--- src/common/r2_consts.svh ---
`ifndef R2_CONSTS_SVH
`define R2_CONSTS_SVH

// Frame geometry.
`define R2_COLS 8
`define R2_ROWS 4

// Pixel and integral widths.
// 16 bits covers the full frame at full scale.
`define R2_PIX_W 8
`define R2_SUM_W 16

`endif

--- src/common/r2_pkg.sv ---
`default_nettype none

`include "r2_consts.svh"

package r2_pkg;

    typedef logic [`R2_PIX_W-1:0] pix_t;
    typedef logic [`R2_SUM_W-1:0] sum_t;

    // Indices sized to the frame.
    typedef logic [$clog2(`R2_COLS)-1:0] col_t;
    typedef logic [$clog2(`R2_ROWS)-1:0] row_t;

    typedef enum logic [2:0] {
        IDLE,
        CLEAR,
        RUN,
        DRAIN,
        FINISH
    } r2_state_t;

endpackage

`default_nettype wire

--- src/common/r2_if.sv ---
`timescale 1ns/1ps
`default_nettype none

// Sequencing signals between controller and datapath.
interface r2_ctrl_if import r2_pkg::*; ();

    logic run;
    logic clear;
    col_t col;
    logic row_first;
    logic frame_end;
    logic step;
    logic out_fire;

    modport ctrl (
        output run, clear, col, row_first, frame_end,
        input  step, out_fire
    );

    modport dp (
        input  run, col, row_first, frame_end,
        output step, out_fire
    );

endinterface

// Port into the one-row integral store.
interface r2_line_if import r2_pkg::*; ();

    col_t addr;
    sum_t wdata;
    logic we;
    sum_t rdata;

    modport user (output addr, wdata, we, input rdata);

    modport mem (input addr, wdata, we, output rdata);

endinterface

`default_nettype wire

--- src/r2/r2_accum.sv ---
`timescale 1ns/1ps
`default_nettype none

module r2_accum import r2_pkg::*; (
    input  logic     clk,
    input  logic     rst,
    r2_ctrl_if.dp    ctl,
    r2_line_if.user  line,
    input  logic     pix_valid,
    output logic     pix_ready,
    input  pix_t     pix_data,
    output logic     sum_valid,
    input  logic     sum_ready,
    output sum_t     sum_data,
    output logic     sum_last
);

    sum_t row_sum;
    sum_t row_next;
    sum_t sum_next;
    sum_t out_data;
    logic out_valid;
    logic out_last;

    // Running sum of this row, restarted at column 0.
    assign row_next = (ctl.row_first ? '0 : row_sum) + sum_t'(pix_data);
    assign sum_next = row_next + line.rdata;

    // Take a pixel when the output slot is free or draining this cycle.
    assign pix_ready    = ctl.run && (!out_valid || sum_ready);
    assign ctl.step     = pix_valid && pix_ready;
    assign ctl.out_fire = out_valid && sum_ready;

    always_ff @(posedge clk) begin
        if (ctl.step) begin
            row_sum  <= row_next;
            out_data <= sum_next;
        end
    end

    always_ff @(posedge clk or posedge rst) begin
        if (rst) begin
            out_valid <= 1'b0;
            out_last  <= 1'b0;
        end else if (ctl.step) begin
            out_valid <= 1'b1;
            out_last  <= ctl.frame_end;
        end else if (ctl.out_fire) begin
            out_valid <= 1'b0;
            out_last  <= 1'b0;
        end
    end

    // Integral of this row becomes the previous row for the next one.
    assign line.addr  = ctl.col;
    assign line.wdata = sum_next;
    assign line.we    = ctl.step;

    assign sum_valid = out_valid;
    assign sum_data  = out_data;
    assign sum_last  = out_last;

endmodule

`default_nettype wire

--- src/r2/r2_controller.sv ---
`timescale 1ns/1ps
`default_nettype none

`include "r2_consts.svh"

module r2_controller import r2_pkg::*; (
    input  logic      clk,
    input  logic      rst,
    input  logic      start,
    output logic      busy,
    output logic      done,
    r2_ctrl_if.ctrl   ctl
);

    r2_state_t state;
    r2_state_t state_next;

    col_t col_cnt;
    row_t row_cnt;
    logic col_last;
    logic row_last;

    assign col_last = (col_cnt == col_t'(`R2_COLS - 1));
    assign row_last = (row_cnt == row_t'(`R2_ROWS - 1));

    // Column and row position of the next pixel.
    always_ff @(posedge clk or posedge rst) begin
        if (rst) begin
            col_cnt <= '0;
            row_cnt <= '0;
        end else if (state == CLEAR) begin
            col_cnt <= '0;
            row_cnt <= '0;
        end else if (ctl.step) begin
            if (col_last) begin
                col_cnt <= '0;
                row_cnt <= row_last ? '0 : row_cnt + 1'b1;
            end else begin
                col_cnt <= col_cnt + 1'b1;
            end
        end
    end

    always_ff @(posedge clk or posedge rst) begin
        if (rst) begin
            state <= IDLE;
        end else begin
            state <= state_next;
        end
    end

    always_comb begin
        state_next = state;
        case (state)
            IDLE: begin
                if (start) begin
                    state_next = CLEAR;
                end
            end
            CLEAR: begin
                state_next = RUN;
            end
            RUN: begin
                // Last pixel taken, wait for its sum to leave.
                if (ctl.step && ctl.frame_end) begin
                    state_next = DRAIN;
                end
            end
            DRAIN: begin
                if (ctl.out_fire) begin
                    state_next = FINISH;
                end
            end
            FINISH: begin
                state_next = IDLE;
            end
            default: begin
                state_next = IDLE;
            end
        endcase
    end

    assign ctl.run       = (state == RUN);
    assign ctl.clear     = (state == CLEAR);
    assign ctl.col       = col_cnt;
    assign ctl.row_first = (col_cnt == '0);
    assign ctl.frame_end = col_last && row_last;

    assign busy = (state != IDLE);
    assign done = (state == FINISH);

endmodule

`default_nettype wire

--- src/r2/r2_line_buffer.sv ---
`timescale 1ns/1ps
`default_nettype none

`include "r2_consts.svh"

module r2_line_buffer import r2_pkg::*; (
    input  logic    clk,
    input  logic    rst,
    input  logic    clear,
    r2_line_if.mem  line
);

    sum_t               mem [`R2_COLS];
    logic [`R2_COLS-1:0] valid;

    // One flag per column, dropped together at frame start.
    always_ff @(posedge clk or posedge rst) begin
        if (rst) begin
            valid <= '0;
        end else if (clear) begin
            valid <= '0;
        end else if (line.we) begin
            valid[line.addr] <= 1'b1;
        end
    end

    always_ff @(posedge clk) begin
        if (line.we) begin
            mem[line.addr] <= line.wdata;
        end
    end

    // Row above the first row reads as zero.
    assign line.rdata = valid[line.addr] ? mem[line.addr] : '0;

endmodule

`default_nettype wire

--- src/verilog/r2_top.sv ---
`timescale 1ns/1ps
`default_nettype none

module r2_top import r2_pkg::*; (
    input  logic clk,
    input  logic rst,

    input  logic start,
    output logic busy,
    output logic done,

    input  logic pix_valid,
    output logic pix_ready,
    input  pix_t pix_data,

    output logic sum_valid,
    input  logic sum_ready,
    output sum_t sum_data,
    output logic sum_last
);

    r2_ctrl_if ctl_if ();
    r2_line_if line_if ();

    r2_controller u_ctrl (
        .clk   (clk),
        .rst   (rst),
        .start (start),
        .busy  (busy),
        .done  (done),
        .ctl   (ctl_if.ctrl)
    );

    // Line flags drop on the controller's clear state.
    r2_line_buffer u_line (
        .clk   (clk),
        .rst   (rst),
        .clear (ctl_if.clear),
        .line  (line_if.mem)
    );

    r2_accum u_accum (
        .clk       (clk),
        .rst       (rst),
        .ctl       (ctl_if.dp),
        .line      (line_if.user),
        .pix_valid (pix_valid),
        .pix_ready (pix_ready),
        .pix_data  (pix_data),
        .sum_valid (sum_valid),
        .sum_ready (sum_ready),
        .sum_data  (sum_data),
        .sum_last  (sum_last)
    );

endmodule

`default_nettype wire
--- config.mk ---
export PLATFORM = sky130hd
export DESIGN_NAME = r2_top
export DESIGN_NICKNAME = d
export VERILOG_FILES = /design/src/common/r2_pkg.sv /design/src/common/r2_if.sv /design/src/r2/r2_accum.sv /design/src/r2/r2_controller.sv /design/src/r2/r2_line_buffer.sv /design/src/verilog/r2_top.sv
export VERILOG_INCLUDE_DIRS = /design/src /design/src/common
export SDC_FILE = /design/constraint.sdc
export NUM_CORES = 1
export LEC_CHECK = 0
export ABC_AREA = 1
export BUFFER_PORTS_ARGS = -buffer_cell sky130_fd_sc_hd__buf_2
export CORE_MARGIN = 2
export CORE_UTILIZATION = 40
export DETAILED_ROUTE_END_ITERATION = 7
export GPL_TIMING_DRIVEN = 0
export PLACE_DENSITY = 0.65
export SYNTH_ARGS = -nofsm -noshare
export SYNTH_HDL_FRONTEND = slang
export SYNTH_HIERARCHICAL = 1
export SYNTH_SLANG_ARGS = --single-unit
--- constraint.sdc ---
create_clock -name clk -period 5.2 [get_ports clk]
set_clock_uncertainty 0.05 [all_clocks]
set_input_delay 1.04 -clock clk [delete_from_list [all_inputs] [get_ports clk]]
set_output_delay 1.04 -clock clk [all_outputs]
set_load 0.02 [all_outputs]
==> results.cfg, run 1 <==
[run_status]
status = finished clean

[routing]
routedWlPerCell_um = 14.9
vias_per_cell = 4.77
drc = 0
wl_mm = 19.6
vias = 6311
drtPass1Iterations = 5
postRouteAntennaNets = 0
initialDrtViolationCount = 552

[logic_synthesis]
synthCells = 970
syn-mean-instance-area_um2 = 9.41
netlist.top_cell.by_area = edfxtp_1
synth.top_cell.area_share_pct = 52.6
syn-cell-area_um2 = 9130
synthTopCellsByArea = edfxtp_1 (53%), nand2_1 (11%), inv_1 (8.4%), nand3_1 (5.2%), dfrtp_1 (4.9%)
seq_area_frac_synth_pct = 57.6
syn-num-nets = 1013
post_synth_num_cell_types = 42
yosysWarnings = 6
ys_ff_latch = 178

[floorplanning]
rows = 55
core_area_um2 = 22500
die_area_um2 = 24000
die_h_um = 155
start_util_pct = 40.6
die_w_um = 155
io_pins = 34

[timing]
worst_pin_slew_ns = 0.912
rsz0062_at_grt = yes
slew_headroom_pct = 39.0
fin_crit_ns = 4.83
final.setup.worst_slack_ns = 0.371
maxSlewViolCount = 0
finalCritPeriodShare_pct = 92.9
clock.fmax_mhz = 207
hold_viol = 0
setup_viol = 0

[finish]
final_common_cell = nand2_1
fin_nets = 1067
fill_cells = 2071
final_cells = 1322
syn2layout_area_growth_pct = 12.5
layout-drive-gt1-share_pct = 12.8
antenna_cells = 0
layout_common_cells = nand2_1 (256), inv_1 (203), edfxtp_1 (160), nand3_1 (95), nor2_1 (61)

[place]
port_buffers = 33
dp_cells = 1290
gp_congestion = 0.805
dp_slack_ns = 0.385
hpwl_mm = 13.7

[cts]
cts_buffers = 17
htreeDepth = 4
clk_latency_ns = 0.44
clkSlewWorstSetupHoldPaths_ns = 0.07
clockBufferDepth = 2
cts_tree = done
clock_sinks = 178
clockRootBuffer = clkbuf_16

[critical_path]
critPathLaunchType = register
crit_family = XOR/XNOR gates
path_cells = inv_1, ha_1, inv_1, nor2_1, clkbuf_1, nor2_1, ha_1, or2_1, and2_1, a31oi_1, xnor2_1, ha_1, a21oi_1, a21boi_1, o21ai_0, xor2_1
worst_ep_required_time_ns = 5.26
rr_startpoint = u_ctrl/ctl.col[0]
slowest_stage = xor2_1
critPathCaptureType = register
cp_max_fo = 10
slowest_delay_ns = 0.75
reg2reg_to = u_line/mem[5][8]
critPathKind = register to register
arrival_ns = 4.89
crit_buf_inv = 3
ff2ff_path_depth = 16
rrSetupSlack_ns = 0.37
cp_common_cell = ha_1

[grt]
grt_max_degree = 32
overflow = 0
grt_pass1_vias = 6211
antenna_found_initial = 0
grt_pass1_wl_mm = 31.9
track_usage_pct = 17.2

[run]
drv_cap = 0

[hold_path]
hp-class = input port to async pin
## routing by layer
layer / track usage, % / wire, µm / share of wire, %
met5: 0 / 0 / 0
met3: 2.98 / 856 / 4.4
met2: 29.1 / 9570 / 49
met4: 5.51 / 313 / 1.6
met1: 22.7 / 8910 / 45
## worst max-delay path by stage
stage                            from              endpoint  slack (ns)  cells after the start
finish              u_ctrl/ctl.col[0]      u_line/mem[5][8]        0.37                     16
CTS                 u_ctrl/ctl.col[0]      u_line/mem[5][8]        0.34                     16
global placement            sum_ready      u_line/mem[7][2]        0.37                      7
detailed placement  u_ctrl/ctl.col[0]     u_line/mem[1][11]        0.39                     19
global route        u_ctrl/ctl.col[0]      u_line/mem[5][8]       -0.02                     16
floorplan           u_ctrl/ctl.col[0]  u_accum/sum_data[13]        1.54                     23
## metrics by stage
stage / setup TNS, ns / instance area [µm²] / hold WS [ns] / utilization [%]
6_report: 0 / 10300 / 0.416 / 45.7
3_5_place_dp: 0 / 9700 / 0.439 / 43.1
3_3_place_gp: 0 / 9650 / 0.430 / 42.9
2_1_floorplan: 0 / 9130 / 0.416 / -
4_1_cts: 0 / 10300 / 0.409 / 45.6
5_1_grt: -0.210 / 10300 / 0.417 / 45.7
## Yosys cell counts (all sizes together)
library cell / count
o211ai: 1
xor2: 17
o21ai: 11
fa: 2
nand2: 265
o31ai: 1
a21boi: 2
nand4: 6
nor2: 82
a31oi: 3
buf: 23
nor3: 3
inv: 209
clkinv: 1
a21oi: 21
and2: 1
or2: 1
nand3b: 1
clkbuf: 3
a21o: 4
ha: 28
o21bai: 4
edfxtp: 160
o21a: 1
xnor2: 5
nand3: 97
dfrtp: 18
## final cells by class
| type | count | area [µm²] | area share [%] |
|---|---|---|---|
| Timing Repair Buffer | 35 | 213 | 2.07 |
| Buffer | 26 | 175 | 1.71 |
| Sequential cell | 178 | 5260 | 51.2 |
| Tap cell | 285 | 357 | 3.47 |
| Clock buffer | 17 | 425 | 4.14 |
| Clock inverter | 15 | 140 | 1.36 |
| Inverter | 210 | 790 | 7.68 |
| Multi-Input combinational cell | 556 | 2920 | 28.4 |
## timing repair
| action | in CTS | in global routing |
|---|---|---|
| resized for setup | 0 | 1 |
| hold buffers | 0 | 0 |
| buffers inserted | 0 | 0 |
| hold endpoints to repair | 0 | 0 |
| setup endpoints to repair | 0 | 18 |
## cell families after synthesis
logic type	count (synthesis)	share of synthesized area [%]
AOI/OAI and AO/OA	48	3.23
buffers and inverters	236	10.6
and+or+nand+nor	456	22.2
adders and majority gates	30	4.28
xor gates and xnor gates	22	2.11
DFF	178	57.6
## flip-flops by register name (all words and copies together), names as in the netlist, 2 cells and up
name              flops
u_accum/row_sum      16
u_ctrl/row_cnt        2
u_line/mem          128
u_ctrl/state          3
u_ctrl/ctl.col        3
u_line/valid          8
u_accum/sum_data     16
Power of run 1 is left out: the tool's default activity adds up to more than one toggle a clock period on the data nets, which glitch-free logic cannot reach.
==> inputs of run 2 (changes only) <==
ABC_CLOCK_PERIOD_IN_PS = 5200   (was unset)
SETUP_SLACK_MARGIN = 0.4   (was unset)
==> results.cfg, run 2 (synthesis gave the netlist of run 1 again) <==
[cts]
cts_setup_buffers = 0
clockBufferDepth = 2
cts_hold_buffers = 0
clockRootBuffer = clkbuf_16
cts_tree = done
clk_latency_ns = 0.44
clock_sinks = 178
htreeDepth = 4
cts_buffers = 17
clkSlewWorstSetupHoldPaths_ns = 0.07

[finish]
largest_reg_flops = 128
final_common_cell = nand2_1
antenna_cells = 0
layout-drive-gt1-share_pct = 13.3
layout_common_cells = nand2_1 (256), inv_1 (203), edfxtp_1 (160), nand3_1 (95), nor2_1 (60)
top_register = u_line/mem
final_cells = 1322
fin_nets = 1067
syn2layout_area_growth_pct = 12.8

[critical_path]
arrival_ns = 4.45
critPathCaptureType = register
critPathKind = register to register
cp_common_cell = nand3_1
cp_max_fo = 10
slowest_stage = fa_1
worst_ep_required_time_ns = 5.25
crit_family = simple AND/OR/NAND/NOR gates
critPathLaunchType = register
crit_buf_inv = 4
path_cells = inv_1, ha_1, inv_1, nor2_2, clkbuf_2, nor2_1, ha_1, fa_1, nand3_1, nand2_1, nand4_1, nand2_1, nand3_2, nor2_1, xnor2_1, ha_1, inv_1, o21bai_1, nand3_1, nand3_1, a21oi_1, nand3_1, nand2_1
slowest_delay_ns = 0.41

[floorplanning]
die_h_um = 155
io_pins = 34
rows = 55
core_area_um2 = 22500
die_area_um2 = 24000
die_w_um = 155
start_util_pct = 40.6

[timing]
slew_headroom_pct = 45.2
setup_viol = 0
hold_viol = 0
fin_crit_ns = 4.40
fin_hold_ws_ns = 0.415
rsz0062_at_grt = no
maxSlewViolCount = 0
setup_tns_ns = 0
clock.fmax_mhz = 227
finalCritPeriodShare_pct = 84.6
worst_pin_slew_ns = 0.821

[place]
gp_congestion = 0.805
dp_cells = 1290
hpwl_mm = 13.7
port_buffers = 33

[routing]
postRouteAntennaNets = 0
drtPass1Iterations = 5
routedWlPerCell_um = 14.9
drc = 0
initialDrtViolationCount = 511
vias = 6264
wl_mm = 19.7
vias_per_cell = 4.74

[run]
drv_cap = 0

[grt]
antenna_found_initial = 0
grt_pass1_vias = 6226
track_usage_pct = 17.3
grt_pass1_wl_mm = 31.9
grt_max_degree = 32
overflow = 0

[run_status]
status = finished clean

[hold_path]
hp-class = input port to async pin
[run 2: cell types whose count changed in the layout (fill, tap and decap cells not counted)]
cell      delta
xor2_1       -3
clkbuf_1     -1
nor2_2       +1
nor2_1       -1
clkbuf_2     +1
xor2_2       +3
[run 2: layout make-up]
| cell class | instances | area [µm²] |
|---|---|---|
| Timing Repair Buffer | 35 | 213 |
| Fill cell | 2070 | 12200 |
| Buffer | 26 | 176 |
| Multi-Input combinational cell | 556 | 2940 |
| Clock inverter | 15 | 140 |
| Clock buffer | 17 | 425 |
| Tap cell | 285 | 357 |
| Sequential cell | 178 | 5260 |
| Inverter | 210 | 790 |
[run 2: final timing paths]
check,startpoint,endpoint,slack (ns),cells past startpoint
max,u_ctrl/ctl.col[0],u_line/mem[0][15],0.80,23
min,rst,u_accum/sum_last,0.41,2
max reg2reg,u_ctrl/ctl.col[0],u_line/mem[0][15],0.80,23
min reg2reg,u_line/valid[7],u_line/valid[7],0.45,2
max in group asynchronous,rst,u_line/valid[1],4.33,2
min in group clk,u_line/valid[7],u_line/valid[7],0.45,2
[run 2: per-stage QoR]
step | worst slack, ns | cell area (µm²) | util [%]
finish | 0.803 | 10300 | 45.8
global route | 0.440 | 10300 | 45.8
CTS | 0.367 | 10300 | 45.7
detailed placement | 0.385 | 9700 | 43.1
global placement | 0.369 | 9650 | 42.9
floorplan | 1.54 | 9130 | -
[run 2: repair_timing]
| item | 4_1_cts | 5_1_grt |
|---|---|---|
| gates resized for setup | 2 | 5 |
| pin swaps | 0 | 0 |
| gates cloned | 0 | 0 |
| endpoints found under the setup margin | 18 | 81 |
[run 2: metal layers]
layer	share of wire (%)	GRT usage (%)
met5	0	0
met4	1.6	5.51
met3	3.7	2.98
met2	49	29.2
met1	46	22.7
Power of run 2 is left out for the same reason.
